$ cat config.mk
export PLATFORM = sky130hd
export DESIGN_NAME = bus_fabric
export DESIGN_NICKNAME = d
export VERILOG_FILES = /design/src/hdl/dma_pkg.sv /design/src/hdl/bus_fabric.sv
export SDC_FILE = /design/constraint.sdc
export NUM_CORES = 1
export LEC_CHECK = 0
export BUFFER_PORTS_ARGS = -buffer_cell sky130_fd_sc_hd__buf_4
export CORE_AREA = 5 5 116 118
export CTS_CLUSTER_DIAMETER = 60
export DETAILED_ROUTE_END_ITERATION = 8
export DIE_AREA = 0 0 121 123
export GPL_ROUTABILITY_DRIVEN = 0
export PLACE_DENSITY = 0.49
export SYNTH_ARGS = -nofsm -noshare
export SYNTH_HDL_FRONTEND = slang
export SYNTH_SLANG_ARGS = --single-unit
$ cat constraint.sdc
create_clock -name core_clk -period 2.6 [get_ports core_clk]
set_clock_uncertainty 0.05 [all_clocks]
set_input_delay 0.52 -clock core_clk [delete_from_list [all_inputs] [get_ports core_clk]]
set_output_delay 0.52 -clock core_clk [all_outputs]
set_load 0.005 [all_outputs]
$ cat src/hdl/dma_pkg.sv
package dma_pkg;

    // Bus and command field widths
    localparam int ADDR_W = 32;
    localparam int DATA_W = 32;
    localparam int LEN_W  = 16;

    // Word address, no byte offset bits
    typedef logic [ADDR_W-1:0] addr_t;
    typedef logic [DATA_W-1:0] data_t;
    typedef logic [LEN_W-1:0]  len_t;

    // One bus request
    typedef struct packed {
        logic  write;
        addr_t addr;
        data_t data;
    } mem_req_t;

    // One bus response
    typedef struct packed {
        data_t data;
        logic  err;
    } mem_rsp_t;

    // Copy command from the host
    typedef struct packed {
        addr_t src;
        addr_t dst;
        len_t  len;
    } dma_cmd_t;

    typedef enum logic [2:0] {
        st_idle,
        st_read,
        st_read_wait,
        st_write,
        st_write_wait,
        st_finish
    } engine_state_t;

endpackage

$ cat src/hdl/bus_fabric.sv
module bus_fabric import dma_pkg::*; #(
    parameter int    SRAM_AW   = 8,
    parameter addr_t SRAM_BASE = 32'h4000_0000
) (
    input  logic     core_clk,
    input  logic     rst_n,

    // Host requester
    input  logic     host_req_valid,
    output logic     host_req_ready,
    input  mem_req_t host_req,
    output logic     host_rsp_valid,
    output mem_rsp_t host_rsp,

    // DMA engine requester
    input  logic     dma_req_valid,
    output logic     dma_req_ready,
    input  mem_req_t dma_req,
    output logic     dma_rsp_valid,
    output mem_rsp_t dma_rsp,

    // Toward the SRAM
    output logic     mem_req_valid,
    input  logic     mem_req_ready,
    output mem_req_t mem_req,
    input  logic     mem_rsp_valid,
    input  mem_rsp_t mem_rsp
);

    logic     busy;
    logic     owner_dma;
    logic     prio_dma;
    logic     err_rsp_valid;

    logic     grant_host;
    logic     grant_dma;
    logic     sel_valid;
    logic     sel_ready;
    logic     sel_hit;
    logic     xfer;
    logic     rsp_any;
    mem_req_t sel_req;
    mem_rsp_t rsp_mux;

    // Round-robin grant, frozen while a transaction is in flight
    assign grant_dma  = !busy && dma_req_valid && (!host_req_valid || prio_dma);
    assign grant_host = !busy && host_req_valid && (!dma_req_valid || !prio_dma);

    assign sel_req   = grant_dma ? dma_req : host_req;
    assign sel_valid = grant_dma || grant_host;
    assign sel_hit   = sel_req.addr[ADDR_W-1:SRAM_AW] == SRAM_BASE[ADDR_W-1:SRAM_AW];

    // Unmapped requests are taken at once by the local error slot
    assign sel_ready = sel_hit ? mem_req_ready : 1'b1;
    assign xfer      = sel_valid && sel_ready;

    assign host_req_ready = grant_host && sel_ready;
    assign dma_req_ready  = grant_dma && sel_ready;

    assign mem_req_valid = sel_valid && sel_hit;

    always_comb begin
        mem_req                   = sel_req;
        mem_req.addr              = '0;
        mem_req.addr[SRAM_AW-1:0] = sel_req.addr[SRAM_AW-1:0];
    end

    always_ff @(posedge core_clk) begin
        if (!rst_n) begin
            busy          <= 1'b0;
            owner_dma     <= 1'b0;
            prio_dma      <= 1'b0;
            err_rsp_valid <= 1'b0;
        end else begin
            err_rsp_valid <= xfer && !sel_hit;
            if (xfer) begin
                busy      <= 1'b1;
                owner_dma <= grant_dma;
                prio_dma  <= !grant_dma;
            end else if (rsp_any) begin
                busy <= 1'b0;
            end
        end
    end

    // Response back to whoever owns the transaction
    assign rsp_any = mem_rsp_valid || err_rsp_valid;

    always_comb begin
        rsp_mux = mem_rsp;
        if (err_rsp_valid) begin
            rsp_mux.data = '0;
            rsp_mux.err  = 1'b1;
        end
    end

    assign host_rsp_valid = rsp_any && !owner_dma;
    assign dma_rsp_valid  = rsp_any && owner_dma;
    assign host_rsp       = rsp_mux;
    assign dma_rsp        = rsp_mux;

endmodule

==> flow_metrics.env <==
export IMPL_syn_inst=193
export IMPL_hold_violations=0
export IMPL_die_y_um=123
export IMPL_firstDrtPassIters=4
export IMPL_peakVddDrop_uv=134
export IMPL_grt_ovfl_total=0
export IMPL_nets=613
export IMPL_synth_compound_area_share_pct=4.75
export IMPL_grt_pass1_vias=2310
export IMPL_holdPathStages=2
export IMPL_syn_area_um2=1530
export IMPL_yosys_warnings=0
export IMPL_cp_max_fo=3
export IMPL_n_antenna_cell=0
export IMPL_synthSimpleGateAreaFrac_pct=28.9
export IMPL_grt_pass1_wl_um=11500
export IMPL_port_buffers=280
export IMPL_crit_path_end_kind="output port"
export IMPL_fmaxAchievable_mhz=370
export IMPL_drive_gt1_share_pct=77.8
export IMPL_fin_crit_sh_pct=104
export IMPL_io_pins=305
export IMPL_synth_avg_cell_area_um2=7.92
export IMPL_ys_flop_type="dfxtp_1"
export IMPL_clock_path_buffers=2
export IMPL_wl_um=8720
export IMPL_area_growth_pct=139
export IMPL_timing_rr_start="busy$_SDFFE_PN0P_"
export IMPL_synth_area_leaders="mux2_2, buf_4, nor2b_1, dfxtp_1, nor4_1"
export IMPL_clock_latency_ns=0.22
export IMPL_drt_drc_violations_left=0
export IMPL_slew_headroom_pct=53.9
export IMPL_fp_dieW_um=121
export IMPL_yosysMostFrequentCell="buf_4"
export IMPL_status="finished, violations left"
export IMPL_synth_fa_ha_area_share_pct=0
export IMPL_initialDrtViolationCount=34
export IMPL_dp_slack_ns=-0.167
export IMPL_r2r_setup_slack_ns=0.64
export IMPL_reg2reg_to="owner_dma$_SDFFE_PN0P_"
export IMPL_muxShareOfSynthArea_pct=30.2
export IMPL_hold_end="busy$_SDFFE_PN0P_"
export IMPL_synth_top_area_share_pct=30.2
export IMPL_cts_root_buf="clkbuf_16"
export IMPL_reg2reg_depth=7
export IMPL_drv_slew=0
export IMPL_path_class="input port to output port"
export IMPL_period_minus_slack_ns=2.70
export IMPL_min_from="busy$_SDFFE_PN0P_"
export IMPL_crit_chain="buf_4 > or4_4 > or4b_4 > a21oi_4 > nor2b_1 > buf_4"
export IMPL_grt_total_usage_pct=9.71
export IMPL_layout_setup_ws_ns=-0.0998
export IMPL_final_area_um2=3660
export IMPL_h_tree_depth=1
export IMPL_grt_max_degree=43
export IMPL_core_region_area_um2=12400
export IMPL_die_area_um2=14900
export IMPL_crit_slowest_cell="or4b_4"
export IMPL_cts_tree="built"
export IMPL_start_util_pct=12.4
export IMPL_viasPerCell=3.67
export IMPL_worst_slew_pin_slew_ns=0.691
export IMPL_synth_top_family_by_area="buffers and inverters"
export IMPL_drv_cap=0
export IMPL_violations="setup timing"
export IMPL_ys_types=30
export IMPL_clock_sinks=4
export IMPL_drt_wirelength_per_cell_um=14.2
export IMPL_crit_path_max_incr_delay_ns=0.60
export IMPL_postPlaceCellArea_um2=3530
export IMPL_antenna_found_initial=0
export IMPL_clkSlewWorstSetupHoldPaths_ns=0.03
export IMPL_cp_required_ns=2.03
export IMPL_synth_xor_area_share_pct=0
export IMPL_synth_seq_area_share_pct=5.24
export IMPL_min_path_type="flip-flop to flip-flop"
export IMPL_synth_seq_cells=4
export IMPL_rsz0062_at_grt="yes"
export IMPL_hpwl_um=7990
export IMPL_antenna_left=0
export IMPL_path_common_cell="buf_4"
export IMPL_synth_edf_count=0
export IMPL_ys_async_sr_fraction_pct=0
export IMPL_vias=2255
export IMPL_rows=41
export IMPL_setup_viol=3
export IMPL_p_per_area_nw_per_um2=270
export IMPL_critPathLaunchType="input port"
export IMPL_cts_buffers=3
export IMPL_yosys_area_top_type="mux2_2"
export IMPL_synth_common_cells="buf_4, mux2_2, nor2b_1"
export IMPL_p_leak_nw=1.90
export IMPL_fillCellCount=1325
export IMPL_worstPathArrival_ns=2.13
==> layer usage <==
layer | wire, um | global-route usage (%) | vias to the layer above
li1 | - | - | 1088
met1 | 2680 | 9.22 | 996
met4 | 23 | 1.27 | 0
met5 | 0 | 0 | -
met2 | 4740 | 19.6 | 169
met3 | 1280 | 4.21 | 2
==> registers in the layout, summed over array words and instances (netlist names) <==
register       count
busy               1
owner_dma          1
prio_dma           1
err_rsp_valid      1
==> layout by cell type (no fill, tap or decap) <==
cell type  Yosys  layout
buf_4         57     284
mux2_2        41      41
nor2b_1       35      35
conb_1         1      24
or4_4          2       5
nor4_1         7       5
nor2_1         6       5
dfxtp_1        4       4
buf_6          0       4
nor4b_1        3       3
a21oi_1        3       3
nand3_1        3       3
clkbuf_16      0       3
inv_1          2       2
nand4_1        2       2
nor4_2         0       2
nand2_1        2       2
nor3_1         2       2
or2_2          1       1
o21ai_4        0       1
or4b_4         1       1
a21oi_4        1       1
nand2b_1       1       1
nor2_2         0       1
a21boi_0       1       1
o21ai_1        2       1
o22ai_1        1       1
and2_1         1       1
a22o_1         1       1
nor3b_1        1       1
o2111ai_1      1       1
==> worst max-delay path, delay by kind of cell <==
| family | cells | cell delay, ns |
|---|---|---|
| AO/OA/AOI/OAI | 1 | 0.20 |
| buffers and inverters | 2 | 0.24 |
| AND/OR/NAND/NOR | 3 | 1.16 |
==> worst max-delay path by stage <==
stage,from,endpoint,slack (ns),cells past startpoint
after floorplan,host_req[54],host_req_ready,0.17,4
after global placement,host_req[54],dma_req_ready,-0.15,6
after detailed placement,host_req[53],dma_req_ready,-0.17,6
after CTS,host_req[61],dma_req_ready,-0.11,6
after global routing,host_req[57],dma_req_ready,-0.14,6
final,host_req[55],host_req_ready,-0.1,6
==> kinds of logic after synthesis <==
group	after synthesis
buf+inv	67
mux	41
flops	4
compound gates	10
other cells	1
simple gates	70
==> what timing repair did <==
| item | in CTS | in global routing |
|---|---|---|
| pin swaps | 5 | 4 |
| gates resized for setup | 5 | 5 |
| setup buffers | 1 | 0 |
| endpoints found under the setup margin | 3 | 24 |
| hold buffers | 0 | 0 |
==> where the power goes <==
part           leakage [nW]  internal, mW  switching, mW
Sequential           0.0333        0.0693         0.0164
Combinational          1.82         0.442          0.222
Clock                0.0370         0.196         0.0426
Total                  1.90         0.708          0.281
==> layout make-up <==
class	count	area, um^2	share of cell area, %
Clock buffer	3	75.1	2.05
Inverter	2	7.51	0.205
Multi-Input combinational cell	145	1100	30.2
Sequential cell	4	80.1	2.19
Tap cell	172	215	5.88
Timing Repair Buffer	288	2180	59.5
==> stage by stage <==
| stage | power [mW] | hold WS, ns | cells | util (%) | setup TNS, ns |
|---|---|---|---|---|---|
| 6_report | 0.988 | 0.453 | 614 | 29.6 | -0.268 |
| 5_1_grt | 1.05 | 0.495 | 614 | 29.6 | -0.409 |
| 3_5_place_dp | 0.754 | 0.454 | 610 | 28.6 | -0.420 |
| 2_1_floorplan | 0.364 | 0.409 | 216 | - | 0 |
| 4_1_cts | 1.00 | 0.458 | 614 | 29.4 | -0.291 |
| 3_3_place_gp | 0.752 | 0.460 | 610 | 28.6 | -0.383 |
No activity file was read; power rests on OpenSTA's default activity.
