==> src/hdl/dma_pkg.sv <==
package dma_pkg;

    // Bus and command field widths
    localparam int ADDR_W = 32;
    localparam int DATA_W = 32;
    localparam int LEN_W  = 16;

    // Word address, no byte offset bits
    typedef logic [ADDR_W-1:0] addr_t;
    typedef logic [DATA_W-1:0] data_t;
    typedef logic [LEN_W-1:0]  len_t;

    // One bus request
    typedef struct packed {
        logic  write;
        addr_t addr;
        data_t data;
    } mem_req_t;

    // One bus response
    typedef struct packed {
        data_t data;
        logic  err;
    } mem_rsp_t;

    // Copy command from the host
    typedef struct packed {
        addr_t src;
        addr_t dst;
        len_t  len;
    } dma_cmd_t;

    typedef enum logic [2:0] {
        st_idle,
        st_read,
        st_read_wait,
        st_write,
        st_write_wait,
        st_finish
    } engine_state_t;

endpackage

==> src/hdl/dma_copy_engine.sv <==
module dma_copy_engine import dma_pkg::*; (
    input  logic     core_clk,
    input  logic     rst_n,

    // Command channel
    input  logic     cmd_valid,
    output logic     cmd_ready,
    input  dma_cmd_t cmd,

    // Bus requester port
    output logic     req_valid,
    input  logic     req_ready,
    output mem_req_t req,
    input  logic     rsp_valid,
    input  mem_rsp_t rsp,

    // Completion
    output logic     done,
    output logic     done_err
);

    engine_state_t state;

    addr_t src_addr;
    addr_t dst_addr;
    len_t  words_left;
    data_t word_buf;
    logic  err_seen;

    logic cmd_xfer;
    logic req_xfer;

    assign cmd_ready = (state == st_idle);
    assign cmd_xfer  = cmd_valid && cmd_ready;
    assign req_xfer  = req_valid && req_ready;

    // Bus request follows the state directly
    always_comb begin
        req_valid = 1'b0;
        req.write = 1'b0;
        req.addr  = src_addr;
        req.data  = '0;
        case (state)
            st_read: begin
                req_valid = 1'b1;
            end
            st_write: begin
                req_valid = 1'b1;
                req.write = 1'b1;
                req.addr  = dst_addr;
                req.data  = word_buf;
            end
            default: begin
                req_valid = 1'b0;
            end
        endcase
    end

    // Control FSM
    always_ff @(posedge core_clk) begin
        if (!rst_n) begin
            state    <= st_idle;
            err_seen <= 1'b0;
            done     <= 1'b0;
            done_err <= 1'b0;
        end else begin
            done     <= 1'b0;
            done_err <= 1'b0;
            case (state)
                st_idle: begin
                    if (cmd_xfer) begin
                        err_seen <= 1'b0;
                        // Nothing to move, report right away
                        if (cmd.len == '0) begin
                            state <= st_finish;
                        end else begin
                            state <= st_read;
                        end
                    end
                end
                st_read: begin
                    if (req_xfer) begin
                        state <= st_read_wait;
                    end
                end
                st_read_wait: begin
                    if (rsp_valid) begin
                        if (rsp.err) begin
                            err_seen <= 1'b1;
                            state    <= st_finish;
                        end else begin
                            state <= st_write;
                        end
                    end
                end
                st_write: begin
                    if (req_xfer) begin
                        state <= st_write_wait;
                    end
                end
                st_write_wait: begin
                    if (rsp_valid) begin
                        if (rsp.err) begin
                            err_seen <= 1'b1;
                            state    <= st_finish;
                        end else if (words_left == len_t'(1)) begin
                            state <= st_finish;
                        end else begin
                            state <= st_read;
                        end
                    end
                end
                st_finish: begin
                    done     <= 1'b1;
                    done_err <= err_seen;
                    state    <= st_idle;
                end
                default: begin
                    state <= st_idle;
                end
            endcase
        end
    end

    // Address walk, word count and data buffer
    always_ff @(posedge core_clk) begin
        if (cmd_xfer) begin
            src_addr   <= cmd.src;
            dst_addr   <= cmd.dst;
            words_left <= cmd.len;
        end else if (state == st_write_wait && rsp_valid && !rsp.err) begin
            src_addr   <= src_addr + addr_t'(1);
            dst_addr   <= dst_addr + addr_t'(1);
            words_left <= words_left - len_t'(1);
        end
        if (state == st_read_wait && rsp_valid) begin
            word_buf <= rsp.data;
        end
    end

endmodule

==> config.mk <==
export PLATFORM = sky130hd
export DESIGN_NAME = dma_copy_engine
export DESIGN_NICKNAME = d
export VERILOG_FILES = /design/src/hdl/dma_pkg.sv /design/src/hdl/dma_copy_engine.sv
export SDC_FILE = /design/constraint.sdc
export NUM_CORES = 1
export LEC_CHECK = 0
export BUFFER_PORTS_ARGS = -buffer_cell sky130_fd_sc_hd__buf_2
export CORE_ASPECT_RATIO = 1.4
export CORE_MARGIN = 3
export CORE_UTILIZATION = 53
export CTS_CLUSTER_DIAMETER = 40
export DETAILED_ROUTE_END_ITERATION = 8
export PLACE_DENSITY = 0.81
export SLEW_MARGIN = 20
export SYNTH_ARGS = -nofsm -noshare
export SYNTH_HDL_FRONTEND = slang
export SYNTH_SLANG_ARGS = --single-unit
==> constraint.sdc <==
create_clock -name core_clk -period 11.1 [get_ports core_clk]
set_input_delay 2.775 -clock core_clk [delete_from_list [all_inputs] [get_ports core_clk]]
set_output_delay 2.775 -clock core_clk [all_outputs]
set_load 0.02 [all_outputs]
==> impl_metrics.xml <==
<?xml version="1.0" encoding="UTF-8"?>
<metrics>
  <group name="timing">
    <metric name="whs" unit="ns">0.483</metric>
    <metric name="timing.final.max_slew_violations" unit="">0</metric>
    <metric name="period_share" unit="%">45.7</metric>
    <metric name="timing_hold_violations_final" unit="">0</metric>
    <metric name="unrepaired_setup_endpoints_after_global_routing" unit="">false</metric>
    <metric name="achievable-frequency" unit="MHz">197</metric>
    <metric name="timing.final.setup_violations" unit="">0</metric>
    <metric name="tns" unit="ns">0</metric>
    <metric name="layout_min_cycle_time" unit="ns">5.07</metric>
    <metric name="worst_pin_slew" unit="ns">1.03</metric>
    <metric name="clock-skew-final" unit="ns">0.0119</metric>
    <metric name="worst_slew_margin_rel" unit="%">31.4</metric>
  </group>
  <group name="setup_path">
    <metric name="critPathMaxStageDelay" unit="ns">0.69</metric>
    <metric name="cpMaxStageDelayCell" unit="">sky130_fd_sc_hd__dfxtp_2</metric>
    <metric name="critPathMaxFanout" unit="">43</metric>
    <metric name="cp_data_arrival_time" unit="ns">2.29</metric>
    <metric name="cp-end-kind" unit="">output port</metric>
    <metric name="setup.worst_path.class" unit="">flop to output port</metric>
    <metric name="cp-start-kind" unit="">flop</metric>
    <metric name="cp_data_required_time" unit="ns">8.33</metric>
    <metric name="critical_path.top_delay_family" unit="">flip-flops</metric>
    <metric name="worst_path_cell_trace" unit="">and2_1 &gt; buf_4 &gt; mux2_2 &gt; buf_2</metric>
    <metric name="timing.critical_path.buf_inv" unit="">2</metric>
    <metric name="timing.reg2reg.worst_path_depth" unit="">6</metric>
    <metric name="cp_num_cells" unit="">4</metric>
  </group>
  <group name="power_and_ir_drop">
    <metric name="power" unit="W">0.00137</metric>
    <metric name="ir_worst_vdd" unit="uV">104</metric>
    <metric name="total_switching_power" unit="W">0.000351</metric>
    <metric name="power.share.sequential" unit="%">43.6</metric>
    <metric name="internal_power" unit="W">0.00102</metric>
    <metric name="total_leakage_power" unit="nW">3.31</metric>
    <metric name="combinationalPowerShare" unit="%">14.4</metric>
    <metric name="pwr_density_cell" unit="mW/mm^2">165</metric>
    <metric name="clock_power_share" unit="%">42.0</metric>
    <metric name="net_switching_fraction_of_the_power" unit="%">25.5</metric>
  </group>
  <group name="finish">
    <metric name="drive_gt1_share" unit="%">33.2</metric>
    <metric name="area.growth.synth_to_final" unit="%">24.7</metric>
    <metric name="fin_nets" unit="">930</metric>
    <metric name="nFillCells" unit="">903</metric>
    <metric name="core_util_final" unit="%">68.9</metric>
    <metric name="num_antenna_cells" unit="">0</metric>
  </group>
  <group name="global_routing">
    <metric name="grt_antenna_before_repair" unit="">1</metric>
    <metric name="global_route.usage.total" unit="%">24.6</metric>
    <metric name="first_pass_grt_wire_length" unit="mm">27.0</metric>
    <metric name="number_of_global_route_vias_before_repair" unit="">5581</metric>
    <metric name="grt_remaining_overflow" unit="">0</metric>
    <metric name="grt_max_degree" unit="">139</metric>
  </group>
  <group name="logic_synthesis">
    <metric name="yosysSeqAreaShare" unit="%">52.3</metric>
    <metric name="netlist.top_cell.by_area" unit="">sky130_fd_sc_hd__edfxtp_1</metric>
    <metric name="synth.area.top_cells" unit="">sky130_fd_sc_hd__edfxtp_1 (51%), sky130_fd_sc_hd__xor2_1 (6.3%), sky130_fd_sc_hd__nand2_1 (5.7%), sky130_fd_sc_hd__mux2_2 (5.2%), sky130_fd_sc_hd__o21ai_0 (5.0%)</metric>
    <metric name="most_frequently_used_cell_type_in_the_post_synthesis_netlist" unit="">sky130_fd_sc_hd__edfxtp_1</metric>
    <metric name="syn-mean-instance-area" unit="um^2">10.6</metric>
    <metric name="netlist_area" unit="mm^2">0.00666</metric>
    <metric name="post_syn_instances" unit="">627</metric>
    <metric name="synth.cells.most_frequent" unit="">sky130_fd_sc_hd__edfxtp_1 (112), sky130_fd_sc_hd__nand2_1 (101), sky130_fd_sc_hd__o21ai_0 (67)</metric>
    <metric name="netlist-cell-type-count" unit="">47</metric>
    <metric name="total_number_of_yosys_warnings" unit="">0</metric>
    <metric name="synth.ff_latch_count" unit="">118</metric>
    <metric name="synth_top_area_share" unit="%">50.5</metric>
    <metric name="postSynth.asyncResetShare" unit="%">0</metric>
    <metric name="ys_dominant_reg_cell" unit="">sky130_fd_sc_hd__edfxtp_1</metric>
    <metric name="synth.net_count" unit="">749</metric>
    <metric name="synth_enable_flop_cells" unit="">112</metric>
  </group>
  <group name="drt">
    <metric name="post_drt_wl_per_cell" unit="um">17.8</metric>
    <metric name="met1_length" unit="mm">6.33</metric>
    <metric name="drc" unit="">0</metric>
    <metric name="route.antenna.remaining_nets" unit="">0</metric>
    <metric name="met3_wirelength" unit="mm">1.42</metric>
    <metric name="vias" unit="">5479</metric>
    <metric name="routed_wirelength" unit="mm">17.2</metric>
    <metric name="detailedRoute.firstPassIterationCount" unit="">5</metric>
    <metric name="post_drt_via_cell_ratio" unit="">5.67</metric>
    <metric name="met2_wirelength" unit="mm">8.86</metric>
    <metric name="initialDrtViolationCount" unit="">319</metric>
    <metric name="highest_layer" unit="">met5</metric>
  </group>
  <group name="clocking">
    <metric name="ctsHtreeMaxLevel" unit="">4</metric>
    <metric name="post-cts-setup-buffers" unit="">0</metric>
    <metric name="cts_tree" unit="">built</metric>
    <metric name="cts.reportedPaths.clkPinSlew" unit="ns">0.05</metric>
    <metric name="clock_buffers_created_by_tritoncts" unit="">17</metric>
    <metric name="source_to_sink_clock_delay_at_the_later_pin_of_the_worst_skew_pair" unit="ns">0.41</metric>
    <metric name="post_cts_resized" unit="">0</metric>
    <metric name="ctsHoldBuffers" unit="">0</metric>
    <metric name="clock-root-buffer" unit="">sky130_fd_sc_hd__clkbuf_16</metric>
    <metric name="clkSinkCount" unit="">118</metric>
    <metric name="clockBufferDepth" unit="">2</metric>
  </group>
  <group name="floorplan">
    <metric name="io_pins" unit="">187</metric>
    <metric name="floorplan.die_area" unit="mm^2">0.0140</metric>
    <metric name="rows" unit="">47</metric>
    <metric name="placeable_core_region" unit="mm^2">0.0121</metric>
    <metric name="fp.dieH" unit="um">139</metric>
    <metric name="die_width" unit="um">101</metric>
    <metric name="start_util" unit="%">55.2</metric>
  </group>
  <group name="status">
    <metric name="outcome" unit="">finished, final reports clean</metric>
  </group>
  <group name="placed_design">
    <metric name="gpl.final_weighted_congestion" unit="">0.886</metric>
    <metric name="port_buffers" unit="">186</metric>
    <metric name="dp_hpwl" unit="mm">12.3</metric>
  </group>
  <group name="hold_path">
    <metric name="hold_path_class" unit="">flop to flop</metric>
    <metric name="min_path_cells" unit="">1</metric>
  </group>
  <group name="job">
    <metric name="timing.max_cap.violations" unit="">0</metric>
  </group>
</metrics>
cell families (layout without fill, tap and decap cells):
| kind of cell | count (synthesis) | after routing | share of synthesized area [%] |
|---|---|---|---|
| AND/OR/NAND/NOR | 279 | 279 | 22.8 |
| flip-flops | 118 | 118 | 52.3 |
| XOR/XNOR | 70 | 70 | 9.21 |
| multiplexers | 33 | 33 | 5.55 |
| adder cells (fa/ha/maj) | 4 | 4 | 0.752 |
| buffers and inverters | 33 | 226 | 2.27 |
| AO/OA/AOI/OAI | 90 | 90 | 7.05 |
power by group through the flow:
stage	sequential, W	clock [W]	combinational, W
after detailed placement	0.000606	0	0.000197
after CTS	0.000597	0.000584	0.000199
after floorplan	0.000591	0	0.000139
after global placement	0.000603	0	0.000190
after global routing	0.000604	0.000600	0.000219
final	0.000599	0.000577	0.000198
state kept, by name, indices dropped and copies added, names as in the netlist:
register    count
dst_addr       32
src_addr       32
word_buf       32
words_left     16
state           3
done            1
done_err        1
err_seen        1
worst reg2reg max path, stage by stage, from the launching register on:
cell and delay [ns]:
sky130_fd_sc_hd__edfxtp_1 0.48, sky130_fd_sc_hd__ha_1 0.31, sky130_fd_sc_hd__nand3_1 0.17, sky130_fd_sc_hd__nor3_4 0.55, sky130_fd_sc_hd__nand2_4 0.11, sky130_fd_sc_hd__or3_1 0.37, sky130_fd_sc_hd__a31oi_1 0.17
worst paths after layout:
check	slack, ns	end	startpoint
setup / recovery	6.03	req[41]	state[0]
hold / removal	0.48	done_err	err_seen
setup reg to reg	8.78	dst_addr[30]	dst_addr[0]
hold reg to reg	0.48	done_err	err_seen
placed cells by master (no fill, tap or decap), types with 3 or more instances in the layout:
master and instances:
sky130_fd_sc_hd__a21oi_1 8, sky130_fd_sc_hd__a31oi_1 3, sky130_fd_sc_hd__and2_1 6, sky130_fd_sc_hd__and3_1 40
sky130_fd_sc_hd__and4_1 3, sky130_fd_sc_hd__buf_2 186, sky130_fd_sc_hd__buf_4 4, sky130_fd_sc_hd__bufinv_16 5
sky130_fd_sc_hd__clkbuf_1 3, sky130_fd_sc_hd__clkbuf_16 17, sky130_fd_sc_hd__clkinv_1 3, sky130_fd_sc_hd__dfxtp_1 5
sky130_fd_sc_hd__edfxtp_1 112, sky130_fd_sc_hd__ha_1 4, sky130_fd_sc_hd__inv_1 4, sky130_fd_sc_hd__mux2_2 31
sky130_fd_sc_hd__nand2_1 101, sky130_fd_sc_hd__nand3_1 37, sky130_fd_sc_hd__nand3_2 4, sky130_fd_sc_hd__nand4_1 16
sky130_fd_sc_hd__nor2_1 26, sky130_fd_sc_hd__nor2b_1 5, sky130_fd_sc_hd__nor3_1 5, sky130_fd_sc_hd__nor3_2 5
sky130_fd_sc_hd__nor4_1 7, sky130_fd_sc_hd__nor4_2 3, sky130_fd_sc_hd__o21ai_0 67, sky130_fd_sc_hd__o21ai_1 7
sky130_fd_sc_hd__or3_1 5, sky130_fd_sc_hd__xnor2_1 22, sky130_fd_sc_hd__xor2_1 48
layer usage:
metal / up-vias / track usage [%]
met3: 41 / 7.50
met4: 2 / 11.1
met5: - / 0
li1: 2647 / -
met1: 2537 / 27.6
met2: 252 / 42.4
layout make-up:
type | instances | area (um^2) | area share (%)
Clock inverter | 11 | 181 | 2.19
Clock buffer | 20 | 437 | 5.26
Tap cell | 147 | 184 | 2.22
Timing Repair Buffer | 191 | 972 | 11.7
Inverter | 4 | 15.0 | 0.181
Multi-Input combinational cell | 476 | 3030 | 36.5
Sequential cell | 118 | 3480 | 42.0
metrics by stage:
step / instance area, um^2 / setup WS (ns) / std cells
6_report: 8300 / 6.03 / 967
5_1_grt: 8300 / 5.90 / 967
4_1_cts: 8300 / 5.67 / 967
3_5_place_dp: 7680 / 6.11 / 936
3_3_place_gp: 7680 / 6.21 / 936
2_1_floorplan: 6660 / 2.07 / 627
Power figures use the tool's default switching activity.
